===== src/logic/exe_pkg.sv =====
package exe_pkg;

    localparam int xlen     = 32;
    localparam int md_width = xlen + 1; // spare bit for the sign of unsigned operands

    typedef enum logic [4:0] {
        alu_add    = 5'd0,
        alu_sub    = 5'd1,
        alu_and    = 5'd2,
        alu_or     = 5'd3,
        alu_xor    = 5'd4,
        alu_sll    = 5'd5,
        alu_srl    = 5'd6,
        alu_sra    = 5'd7,
        alu_slt    = 5'd8,
        alu_sltu   = 5'd9,
        alu_jalr   = 5'd10,
        alu_copy1  = 5'd11,
        alu_mul    = 5'd12, // multicycle codes from here
        alu_mulh   = 5'd13,
        alu_mulhsu = 5'd14,
        alu_mulhu  = 5'd15,
        alu_div    = 5'd16,
        alu_divu   = 5'd17,
        alu_rem    = 5'd18,
        alu_remu   = 5'd19
    } alu_op_e;

    // branch codes sit above the alu codes so one field can hold either
    typedef enum logic [4:0] {
        br_beq  = 5'd20,
        br_bne  = 5'd21,
        br_blt  = 5'd22,
        br_bge  = 5'd23,
        br_bltu = 5'd24,
        br_bgeu = 5'd25
    } br_op_e;

    typedef union packed {
        alu_op_e alu;
        br_op_e  br;
    } exe_fun_u;

endpackage


===== src/logic/exe_latch.sv =====
`timescale 1ns/100ps

module exe_latch #(
    parameter int id_w = 64
) (
    input  logic                      clk,
    input  logic                      rst,
    input  logic                      flush,
    input  logic                      stall,

    input  logic                      in_valid,
    input  logic [exe_pkg::xlen-1:0]  in_pc,
    input  logic [id_w-1:0]           in_id,
    input  logic [4:0]                in_fun,
    input  logic [exe_pkg::xlen-1:0]  in_op1,
    input  logic [exe_pkg::xlen-1:0]  in_op2,
    input  logic [exe_pkg::xlen-1:0]  in_imm_b,

    output logic                      ex_valid,
    output logic [exe_pkg::xlen-1:0]  ex_pc,
    output logic [id_w-1:0]           ex_id,
    output logic [4:0]                ex_fun,
    output logic [exe_pkg::xlen-1:0]  ex_op1,
    output logic [exe_pkg::xlen-1:0]  ex_op2,
    output logic [exe_pkg::xlen-1:0]  ex_imm_b
);

    always_ff @(posedge clk) begin
        if (rst || flush) begin
            ex_valid <= 1'b0; // kills the op in flight
        end else if (!stall) begin
            ex_valid <= in_valid;
        end
    end

    always_ff @(posedge clk) begin
        if (!stall) begin // hold everything while the stage is busy
            ex_pc    <= in_pc;
            ex_id    <= in_id;
            ex_fun   <= in_fun;
            ex_op1   <= in_op1;
            ex_op2   <= in_op2;
            ex_imm_b <= in_imm_b;
        end
    end

endmodule


===== src/logic/mul_unit.sv =====
`timescale 1ns/100ps

module mul_unit #(
    parameter int size = 33
) (
    input  logic                clk,
    input  logic                rst,
    input  logic                abort,
    input  logic                start,
    input  logic [size-1:0]     a,
    input  logic [size-1:0]     b,
    output logic                busy,
    output logic                done,
    output logic [2*size-1:0]   product
);

    localparam int cnt_w = $clog2(size);

    logic [2*size-1:0] mcand_q;
    logic [2*size-1:0] acc_q;
    logic [2*size-1:0] acc_next;
    logic [size-1:0]   mplier_q;
    logic [cnt_w-1:0]  cnt_q;
    logic              last;

    assign last = cnt_q == cnt_w'(size - 1);

    always_comb begin
        acc_next = acc_q;
        if (mplier_q[0]) begin
            // top bit of the multiplier carries negative weight
            if (last) begin
                acc_next = acc_q - mcand_q;
            end else begin
                acc_next = acc_q + mcand_q;
            end
        end
    end

    always_ff @(posedge clk) begin
        if (rst || abort) begin
            busy <= 1'b0;
            done <= 1'b0;
        end else begin
            done <= 1'b0;
            if (start && !busy) begin
                busy <= 1'b1;
            end else if (busy && last) begin
                busy <= 1'b0;
                done <= 1'b1;
            end
        end
    end

    always_ff @(posedge clk) begin
        if (start && !busy) begin
            mcand_q  <= {{size{a[size-1]}}, a}; // sign extend to full width
            mplier_q <= b;
            acc_q    <= '0;
            cnt_q    <= '0;
        end else if (busy) begin
            acc_q    <= acc_next;
            mcand_q  <= mcand_q << 1;
            mplier_q <= mplier_q >> 1;
            cnt_q    <= cnt_q + 1'b1;
        end
    end

    assign product = acc_q;

endmodule


===== src/logic/div_unit.sv =====
`timescale 1ns/100ps

module div_unit #(
    parameter int size = 33
) (
    input  logic              clk,
    input  logic              rst,
    input  logic              abort,
    input  logic              start,
    input  logic              is_signed,
    input  logic [size-1:0]   dividend,
    input  logic [size-1:0]   divisor,
    output logic              busy,
    output logic              done,
    output logic              div_zero,
    output logic [size-1:0]   quotient,
    output logic [size-1:0]   remainder
);

    localparam int cnt_w = $clog2(size);

    logic              dvd_neg;
    logic              dvs_neg;
    logic [size-1:0]   dvd_mag;
    logic [size-1:0]   dvs_mag;
    logic [size-1:0]   quo_q;
    logic [size-1:0]   rem_q;
    logic [size-1:0]   dvs_q;
    logic              q_neg_q;
    logic              r_neg_q;
    logic              zero_q;
    logic [cnt_w-1:0]  cnt_q;
    logic [size:0]     trial;
    logic              last;

    assign dvd_neg = is_signed && dividend[size-1];
    assign dvs_neg = is_signed && divisor[size-1];
    assign dvd_mag = dvd_neg ? -dividend : dividend;
    assign dvs_mag = dvs_neg ? -divisor : divisor;

    assign trial = {rem_q, quo_q[size-1]} - {1'b0, dvs_q}; // msb set means it did not fit
    assign last  = cnt_q == cnt_w'(size - 1);

    always_ff @(posedge clk) begin
        if (rst || abort) begin
            busy     <= 1'b0;
            done     <= 1'b0;
            div_zero <= 1'b0;
        end else begin
            done     <= 1'b0;
            div_zero <= 1'b0;
            if (start && !busy) begin
                busy <= 1'b1;
            end else if (busy && last) begin
                busy     <= 1'b0;
                done     <= 1'b1;
                div_zero <= zero_q;
            end
        end
    end

    always_ff @(posedge clk) begin
        if (start && !busy) begin
            quo_q   <= dvd_mag; // quotient bits shift in behind the dividend
            rem_q   <= '0;
            dvs_q   <= dvs_mag;
            q_neg_q <= dvd_neg ^ dvs_neg;
            r_neg_q <= dvd_neg;
            zero_q  <= divisor == '0;
            cnt_q   <= '0;
        end else if (busy) begin
            if (!trial[size]) begin
                rem_q <= trial[size-1:0];
                quo_q <= {quo_q[size-2:0], 1'b1};
            end else begin
                rem_q <= {rem_q[size-2:0], quo_q[size-1]}; // restore
                quo_q <= {quo_q[size-2:0], 1'b0};
            end
            cnt_q <= cnt_q + 1'b1;
        end
    end

    assign quotient  = q_neg_q ? -quo_q : quo_q;
    assign remainder = r_neg_q ? -rem_q : rem_q;

endmodule


===== src/logic/exe_stage.sv =====
`timescale 1ns/100ps

module exe_stage #(
    parameter int id_w = 64
) (
    input  logic                      clk,
    input  logic                      rst,
    input  logic                      flush,

    input  logic                      ex_valid,
    input  logic [exe_pkg::xlen-1:0]  ex_pc,
    input  logic [id_w-1:0]           ex_id,
    input  logic [4:0]                ex_fun,
    input  logic [exe_pkg::xlen-1:0]  ex_op1,
    input  logic [exe_pkg::xlen-1:0]  ex_op2,
    input  logic [exe_pkg::xlen-1:0]  ex_imm_b,

    output logic                      stall,
    output logic                      mem_valid,
    output logic [exe_pkg::xlen-1:0]  mem_pc,
    output logic [id_w-1:0]           mem_id,
    output logic [exe_pkg::xlen-1:0]  mem_alu_out,
    output logic                      branch_taken,
    output logic [exe_pkg::xlen-1:0]  branch_target
);

    localparam int xl = exe_pkg::xlen;
    localparam int mw = exe_pkg::md_width;

    exe_pkg::exe_fun_u fun_u;

    logic              is_mul;
    logic              is_div;
    logic              is_multi;
    logic              div_signed;
    logic              started_q;   // unit kicked off for the op in the latch
    logic              calc_done_q; // result saved, op leaves at the next edge
    logic [xl-1:0]     alu_res;
    logic [xl-1:0]     md_res;
    logic [xl-1:0]     md_res_q;

    logic              mul_start;
    logic              mul_done;
    logic [mw-1:0]     mul_a;
    logic [mw-1:0]     mul_b;
    logic [2*mw-1:0]   product;

    logic              div_start;
    logic              div_done;
    logic              div_zero;
    logic [mw-1:0]     dvd;
    logic [mw-1:0]     dvs;
    logic [mw-1:0]     quotient;
    logic [mw-1:0]     remainder;

    assign fun_u = ex_fun;

    assign is_mul     = fun_u.alu inside {exe_pkg::alu_mul, exe_pkg::alu_mulh,
                                          exe_pkg::alu_mulhsu, exe_pkg::alu_mulhu};
    assign is_div     = fun_u.alu inside {exe_pkg::alu_div, exe_pkg::alu_divu,
                                          exe_pkg::alu_rem, exe_pkg::alu_remu};
    assign is_multi   = is_mul || is_div;
    assign div_signed = fun_u.alu inside {exe_pkg::alu_div, exe_pkg::alu_rem};

    // mulh and mulhsu take op1 as signed, only mulh takes op2 as signed
    assign mul_a = {ex_op1[xl-1] && fun_u.alu != exe_pkg::alu_mulhu, ex_op1};
    assign mul_b = {ex_op2[xl-1] && fun_u.alu == exe_pkg::alu_mulh, ex_op2};
    assign dvd   = {ex_op1[xl-1] && div_signed, ex_op1};
    assign dvs   = {ex_op2[xl-1] && div_signed, ex_op2};

    assign mul_start = ex_valid && is_mul && !started_q;
    assign div_start = ex_valid && is_div && !started_q;

    always_comb begin
        case (fun_u.alu)
            exe_pkg::alu_add:   alu_res = ex_op1 + ex_op2;
            exe_pkg::alu_sub:   alu_res = ex_op1 - ex_op2;
            exe_pkg::alu_and:   alu_res = ex_op1 & ex_op2;
            exe_pkg::alu_or:    alu_res = ex_op1 | ex_op2;
            exe_pkg::alu_xor:   alu_res = ex_op1 ^ ex_op2;
            exe_pkg::alu_sll:   alu_res = ex_op1 << ex_op2[4:0];
            exe_pkg::alu_srl:   alu_res = ex_op1 >> ex_op2[4:0];
            exe_pkg::alu_sra:   alu_res = $signed(ex_op1) >>> ex_op2[4:0];
            exe_pkg::alu_slt:   alu_res = {{(xl-1){1'b0}}, $signed(ex_op1) < $signed(ex_op2)};
            exe_pkg::alu_sltu:  alu_res = {{(xl-1){1'b0}}, ex_op1 < ex_op2};
            exe_pkg::alu_jalr:  alu_res = (ex_op1 + ex_op2) & {{(xl-1){1'b1}}, 1'b0};
            exe_pkg::alu_copy1: alu_res = ex_op1;
            default:            alu_res = '0;
        endcase
    end

    always_comb begin
        case (fun_u.br)
            exe_pkg::br_beq:  branch_taken = ex_op1 == ex_op2;
            exe_pkg::br_bne:  branch_taken = ex_op1 != ex_op2;
            exe_pkg::br_blt:  branch_taken = $signed(ex_op1) < $signed(ex_op2);
            exe_pkg::br_bge:  branch_taken = $signed(ex_op1) >= $signed(ex_op2);
            exe_pkg::br_bltu: branch_taken = ex_op1 < ex_op2;
            exe_pkg::br_bgeu: branch_taken = ex_op1 >= ex_op2;
            default:          branch_taken = 1'b0;
        endcase
    end

    always_comb begin
        case (fun_u.alu)
            exe_pkg::alu_mul:
                md_res = product[xl-1:0];
            exe_pkg::alu_mulh, exe_pkg::alu_mulhsu, exe_pkg::alu_mulhu:
                md_res = product[2*xl-1:xl];
            exe_pkg::alu_div, exe_pkg::alu_divu:
                md_res = div_zero ? '1 : quotient[xl-1:0];
            exe_pkg::alu_rem, exe_pkg::alu_remu:
                md_res = div_zero ? ex_op1 : remainder[xl-1:0];
            default:
                md_res = '0;
        endcase
    end

    always_ff @(posedge clk) begin
        if (rst || flush) begin
            started_q   <= 1'b0;
            calc_done_q <= 1'b0;
        end else if (calc_done_q) begin
            started_q   <= 1'b0;
            calc_done_q <= 1'b0;
        end else begin
            if (mul_start || div_start) begin
                started_q <= 1'b1;
            end
            if (mul_done || div_done) begin
                calc_done_q <= 1'b1;
            end
        end
    end

    always_ff @(posedge clk) begin
        if (mul_done || div_done) begin
            md_res_q <= md_res; // held until the op leaves
        end
    end

    assign stall         = ex_valid && is_multi && !calc_done_q;
    assign mem_valid     = ex_valid && (!is_multi || calc_done_q);
    assign mem_pc        = ex_pc;
    assign mem_id        = ex_id;
    assign mem_alu_out   = is_multi ? md_res_q : alu_res;
    assign branch_target = ex_pc + ex_imm_b;

    mul_unit #(
        .size(mw)
    ) i_mul (
        .clk     (clk),
        .rst     (rst),
        .abort   (flush),
        .start   (mul_start),
        .a       (mul_a),
        .b       (mul_b),
        .busy    (),
        .done    (mul_done),
        .product (product)
    );

    div_unit #(
        .size(mw)
    ) i_div (
        .clk       (clk),
        .rst       (rst),
        .abort     (flush),
        .start     (div_start),
        .is_signed (div_signed),
        .dividend  (dvd),
        .divisor   (dvs),
        .busy      (),
        .done      (div_done),
        .div_zero  (div_zero),
        .quotient  (quotient),
        .remainder (remainder)
    );

endmodule


===== src/logic/exe_top.sv =====
`timescale 1ns/100ps

module exe_top #(
    parameter int id_w = 64
) (
    input  logic                      clk,
    input  logic                      rst,
    input  logic                      flush,

    input  logic                      issue_valid,
    input  logic [exe_pkg::xlen-1:0]  issue_pc,
    input  logic [id_w-1:0]           issue_id,
    input  logic [4:0]                issue_fun,
    input  logic [exe_pkg::xlen-1:0]  issue_op1,
    input  logic [exe_pkg::xlen-1:0]  issue_op2,
    input  logic [exe_pkg::xlen-1:0]  issue_imm_b,

    output logic                      stall,
    output logic                      mem_valid,
    output logic [exe_pkg::xlen-1:0]  mem_pc,
    output logic [id_w-1:0]           mem_id,
    output logic [exe_pkg::xlen-1:0]  mem_alu_out,
    output logic                      branch_taken,
    output logic [exe_pkg::xlen-1:0]  branch_target
);

    logic                      ex_valid;
    logic [exe_pkg::xlen-1:0]  ex_pc;
    logic [id_w-1:0]           ex_id;
    logic [4:0]                ex_fun;
    logic [exe_pkg::xlen-1:0]  ex_op1;
    logic [exe_pkg::xlen-1:0]  ex_op2;
    logic [exe_pkg::xlen-1:0]  ex_imm_b;

    exe_latch #(
        .id_w(id_w)
    ) i_latch (
        .clk      (clk),
        .rst      (rst),
        .flush    (flush),
        .stall    (stall),
        .in_valid (issue_valid),
        .in_pc    (issue_pc),
        .in_id    (issue_id),
        .in_fun   (issue_fun),
        .in_op1   (issue_op1),
        .in_op2   (issue_op2),
        .in_imm_b (issue_imm_b),
        .ex_valid (ex_valid),
        .ex_pc    (ex_pc),
        .ex_id    (ex_id),
        .ex_fun   (ex_fun),
        .ex_op1   (ex_op1),
        .ex_op2   (ex_op2),
        .ex_imm_b (ex_imm_b)
    );

    exe_stage #(
        .id_w(id_w)
    ) i_stage (
        .clk           (clk),
        .rst           (rst),
        .flush         (flush),
        .ex_valid      (ex_valid),
        .ex_pc         (ex_pc),
        .ex_id         (ex_id),
        .ex_fun        (ex_fun),
        .ex_op1        (ex_op1),
        .ex_op2        (ex_op2),
        .ex_imm_b      (ex_imm_b),
        .stall         (stall),
        .mem_valid     (mem_valid),
        .mem_pc        (mem_pc),
        .mem_id        (mem_id),
        .mem_alu_out   (mem_alu_out),
        .branch_taken  (branch_taken),
        .branch_target (branch_target)
    );

endmodule


===== config.mk =====
export PLATFORM = sky130hd
export DESIGN_NAME = exe_top
export DESIGN_NICKNAME = d
export VERILOG_FILES = /design/src/logic/exe_pkg.sv /design/src/logic/exe_latch.sv /design/src/logic/mul_unit.sv /design/src/logic/div_unit.sv /design/src/logic/exe_stage.sv /design/src/logic/exe_top.sv
export SDC_FILE = /design/constraint.sdc
export NUM_CORES = 2
export LEC_CHECK = 0
export ABC_AREA = 1
export ABC_CLOCK_PERIOD_IN_PS = 8400
export CAP_MARGIN = 0
export CELL_PAD_IN_SITES_DETAIL_PLACEMENT = 0
export CELL_PAD_IN_SITES_GLOBAL_PLACEMENT = 2
export CORE_MARGIN = 3
export CORE_UTILIZATION = 37
export DETAILED_ROUTE_END_ITERATION = 10
export DONT_BUFFER_PORTS = 1
export PLACE_DENSITY = 0.85
export SYNTH_ARGS = -nofsm -noshare
export SYNTH_HDL_FRONTEND = slang
export SYNTH_SLANG_ARGS = --single-unit

===== constraint.sdc =====
create_clock -name clk -period 8.4 [get_ports clk]
set_clock_uncertainty 0.1 [all_clocks]
set_input_delay 0.84 -clock clk [delete_from_list [all_inputs] [get_ports clk]]
set_output_delay 0.84 -clock clk [all_outputs]
set_load 0.05 [all_outputs]

==> impl_results.md <==
* Most frequent cells in the layout: nand2_1 (1,727), inv_1 (778), nor2_1 (620)
* Lkg Pwr at roughly 21 nW
* VDD IR max at ~0.00019 V
* Largest net degree at the start of global routing at 127
* Hold Crit Class: in2reg
* Root buf cell: clkbuf_16
* First-pass GRT wire length at 305,000 um
* Congestion Overflow GR at 0
* # DRC at 0
* Nets at roughly 6,700
* Clock buffer depth at 3
* Post-route cell area at ~0.047 mm2
* Syn nets at 6,764
* Min Hold Slack at between 0.1 and 0.15 ns
* Vias in the first global route at 41,500
* Vias at roughly 46,000
* Antenna Violating Nets Remaining at 0
* Synth cell types at 58
* Setup crit end kind: output port
* Prevailing post-synth register cell: edfxtp_1
* Initial DRC Count at ~6,600
* Slew Limit Fails at 0
* CTS tree: built
* Status: finished clean
* Worst-path clk slew at 0.06 ns
* Fill cells at around 12,000
* Worst Path Arrival at a little over 5 ns
* Ys Warns at 0
* Placed insts at between 7,000 and 8,000
* Avg Cell Area, Syn at just under 7 um2
* Post-CTS Setup Bufs at 0
* Mapped Area at roughly 0.043 mm2
* Placement row count at around 120
* Top-area cell type share of the netlist area at 0.277
* Most common cell after layout, fill and taps aside: nand2_1
* Slowest stage delay, CP at 1.06 ns
* Seq/Total Area, Yosys at 0.331
* Final min period at between 5 and 6 ns
* Layout area overhead at 9.07%
* Die Y at 346 um
* Startpoint types: flip-flop
* Post-synth EDFFs at 395
* CTS buffer count at 66
* Gr usage total at 0.349
* Worst skew pair latency at 0.70 ns
* Total Wirelength at roughly 220,000 um
* Setup CP Type: reg2out
* Core area at 0.115 mm2
* Die Area at 0.120 mm2
* I/O pin cnt at around 360
* Detailed placer's ending HPWL at around 180,000 um
* Crit Path Max Fanout at 57
* Antenna violations before repair at 26
* MaxCap Viol Count at 0
* Synthesis-stage register bit count at 512
* RSZ-0062 raised after global routing: false
* Hold_buf cts at 0
* Crit path required time at approximately 7.5 ns
* Pre-antenna DRT Iters at 7
* Fin cells at 7,846
* Crit-path slowest cell: nor4_1
* Final count of negative-setup-slack endpoints at 0
* Max Fclk at ~170 MHz
* Fraction of layout cells with a size suffix above 1 at 0.0435
* Clock sink total at 512
* Slew headroom at 0.0756
* Post-DR wirelength/cell at ~28 um
* I/O Buffers at 0
* Crit-path cells: inv_2 > buf_4 > ha_1 > inv_1 > nand3_1 > nor4_1 > nand3_1 > a21oi_1 > nand4_1
* Placed cell areas at 0.0445 mm2
* H-tree levels at 3
* Cell taking the most area after synthesis: edfxtp_1
* GP Congestion at 1.08
* CTS resizes at 0
* Actual slew at the worst max-slew pin at 1.37 ns
* Async set-reset flop share out of synthesis at 0
* Pwr Density at approximately 170 mW/mm2
* Most used cell, CP: nand3_1
* Gate Count Post-Synth at about 6,300
* Part of the cycle the worst path needs at 0.713
* Die X at 346 um
* Final Hold Fails at 0
* Synth area leaders: edfxtp_1 (28%), nand2_1 (15%), ha_1 (6.9%)
* Setup TNS at 0 ns
* Initial cell density of the core at 0.374
* Vias/cell at slightly below 6
## per-stage QoR
| stage | worst slack, ns | utilization | power (mW) |
|---|---|---|---|
| 3_5_place_dp | 3.27 | 0.388 | 5.02 |
| 6_report | 2.41 | 0.408 | 8.04 |
| 3_3_place_gp | 3.13 | 0.388 | 5.02 |
| 4_1_cts | 2.51 | 0.407 | 8.03 |
| 5_1_grt | 2.27 | 0.407 | 8.30 |
| 2_1_floorplan | 0.770 | - | 4.32 |
## power breakdown
part           total, mW  switching (mW)  internal [mW]
sequential          3.09           0.246           2.84
combinational       1.94            1.48          0.463
clock               3.01            1.28           1.73
total               8.04            3.00           5.04
## state kept, by name, summed over array words and instances (netlist names), 32 cells and up
register / count
i_stage.i_mul.mplier_q: 33
i_latch.ex_op2: 32
i_latch.ex_imm_b: 32
i_latch.ex_pc: 32
i_stage.i_div.rem_q: 33
i_stage.i_mul.product: 64
i_stage.i_div.dvs_q: 33
i_stage.i_mul.mcand_q: 64
i_stage.md_res_q: 32
i_latch.ex_op1: 32
i_stage.i_div.quo_q: 33
i_latch.ex_id: 64
## cell type report
| class | instances | area, um2 | share of cell area |
|---|---|---|---|
| clock buffer | 86 | 1810 | 0.0387 |
| antenna | 11 | 27.5 | 0.000589 |
| multi-input combinational | 4804 | 24800 | 0.530 |
| clock inverter | 35 | 403 | 0.00862 |
| tap | 1512 | 1890 | 0.0405 |
| timing repair buffer | 81 | 621 | 0.0133 |
| sequential | 512 | 14200 | 0.304 |
| inverter | 805 | 3030 | 0.0648 |
## cells in the mapped netlist (24+ instances only)
cell type and n:
nand2_1 1730, inv_1 779, nor2_1 624, nand3_1 532, o21ai_0 486, edfxtp_1 395
a21oi_1 381, ha_1 236, xor2_1 138, dfxtp_1 117, nor3_1 114, clkbuf_1 110
nand4_1 104, buf_2 54, xnor2_1 48, o211ai_1 40, o21bai_1 40, nor4_1 32
o22ai_1 32, o21ai_1 30, o21a_1 24
## path summary, 6_finish.rpt
kind	from	end	slack, ns	cells past startpoint
max	i_latch.ex_op2[1]	branch_taken	2.41	9
min	issue_op1[1]	i_latch.ex_op1[1]	0.14	0
max reg2reg	i_stage.i_mul.mcand_q[0]	i_stage.i_mul.product[59]	3.32	21
min reg2reg	i_stage.i_div.rem_q[4]	i_stage.i_div.rem_q[4]	0.38	2
## critical path: cells and delay by family (launching register included)
| family | cells | cell delay, ns |
|---|---|---|
| simple gates | 4 | 2.28 |
| buf+inv | 3 | 0.83 |
| flops | 1 | 0.61 |
| fa+ha+maj | 1 | 0.37 |
| compound gates | 1 | 0.24 |
## routing by layer
| layer | up-vias | routed length (um) | track usage |
|---|---|---|---|
| met5 | - | 104 | 0 |
| met1 | 21800 | 92800 | 0.488 |
| li1 | 20900 | - | - |
| met2 | 2625 | 90700 | 0.510 |
| met4 | 14 | 10600 | 0.145 |
| met3 | 430 | 24400 | 0.0894 |
## cell families after synthesis
family                     after synthesis  share of synthesized area
xor gates and xnor gates               186                     0.0380
muxes                                    3                   0.000701
adders and majority gates              241                     0.0712
DFF                                    512                      0.331
buffers and inverters                 1006                     0.0917
AOI/OAI and AO/OA                     1137                      0.147
and+or+nand+nor                       3237                      0.320
Power figures use the tool's default switching activity.
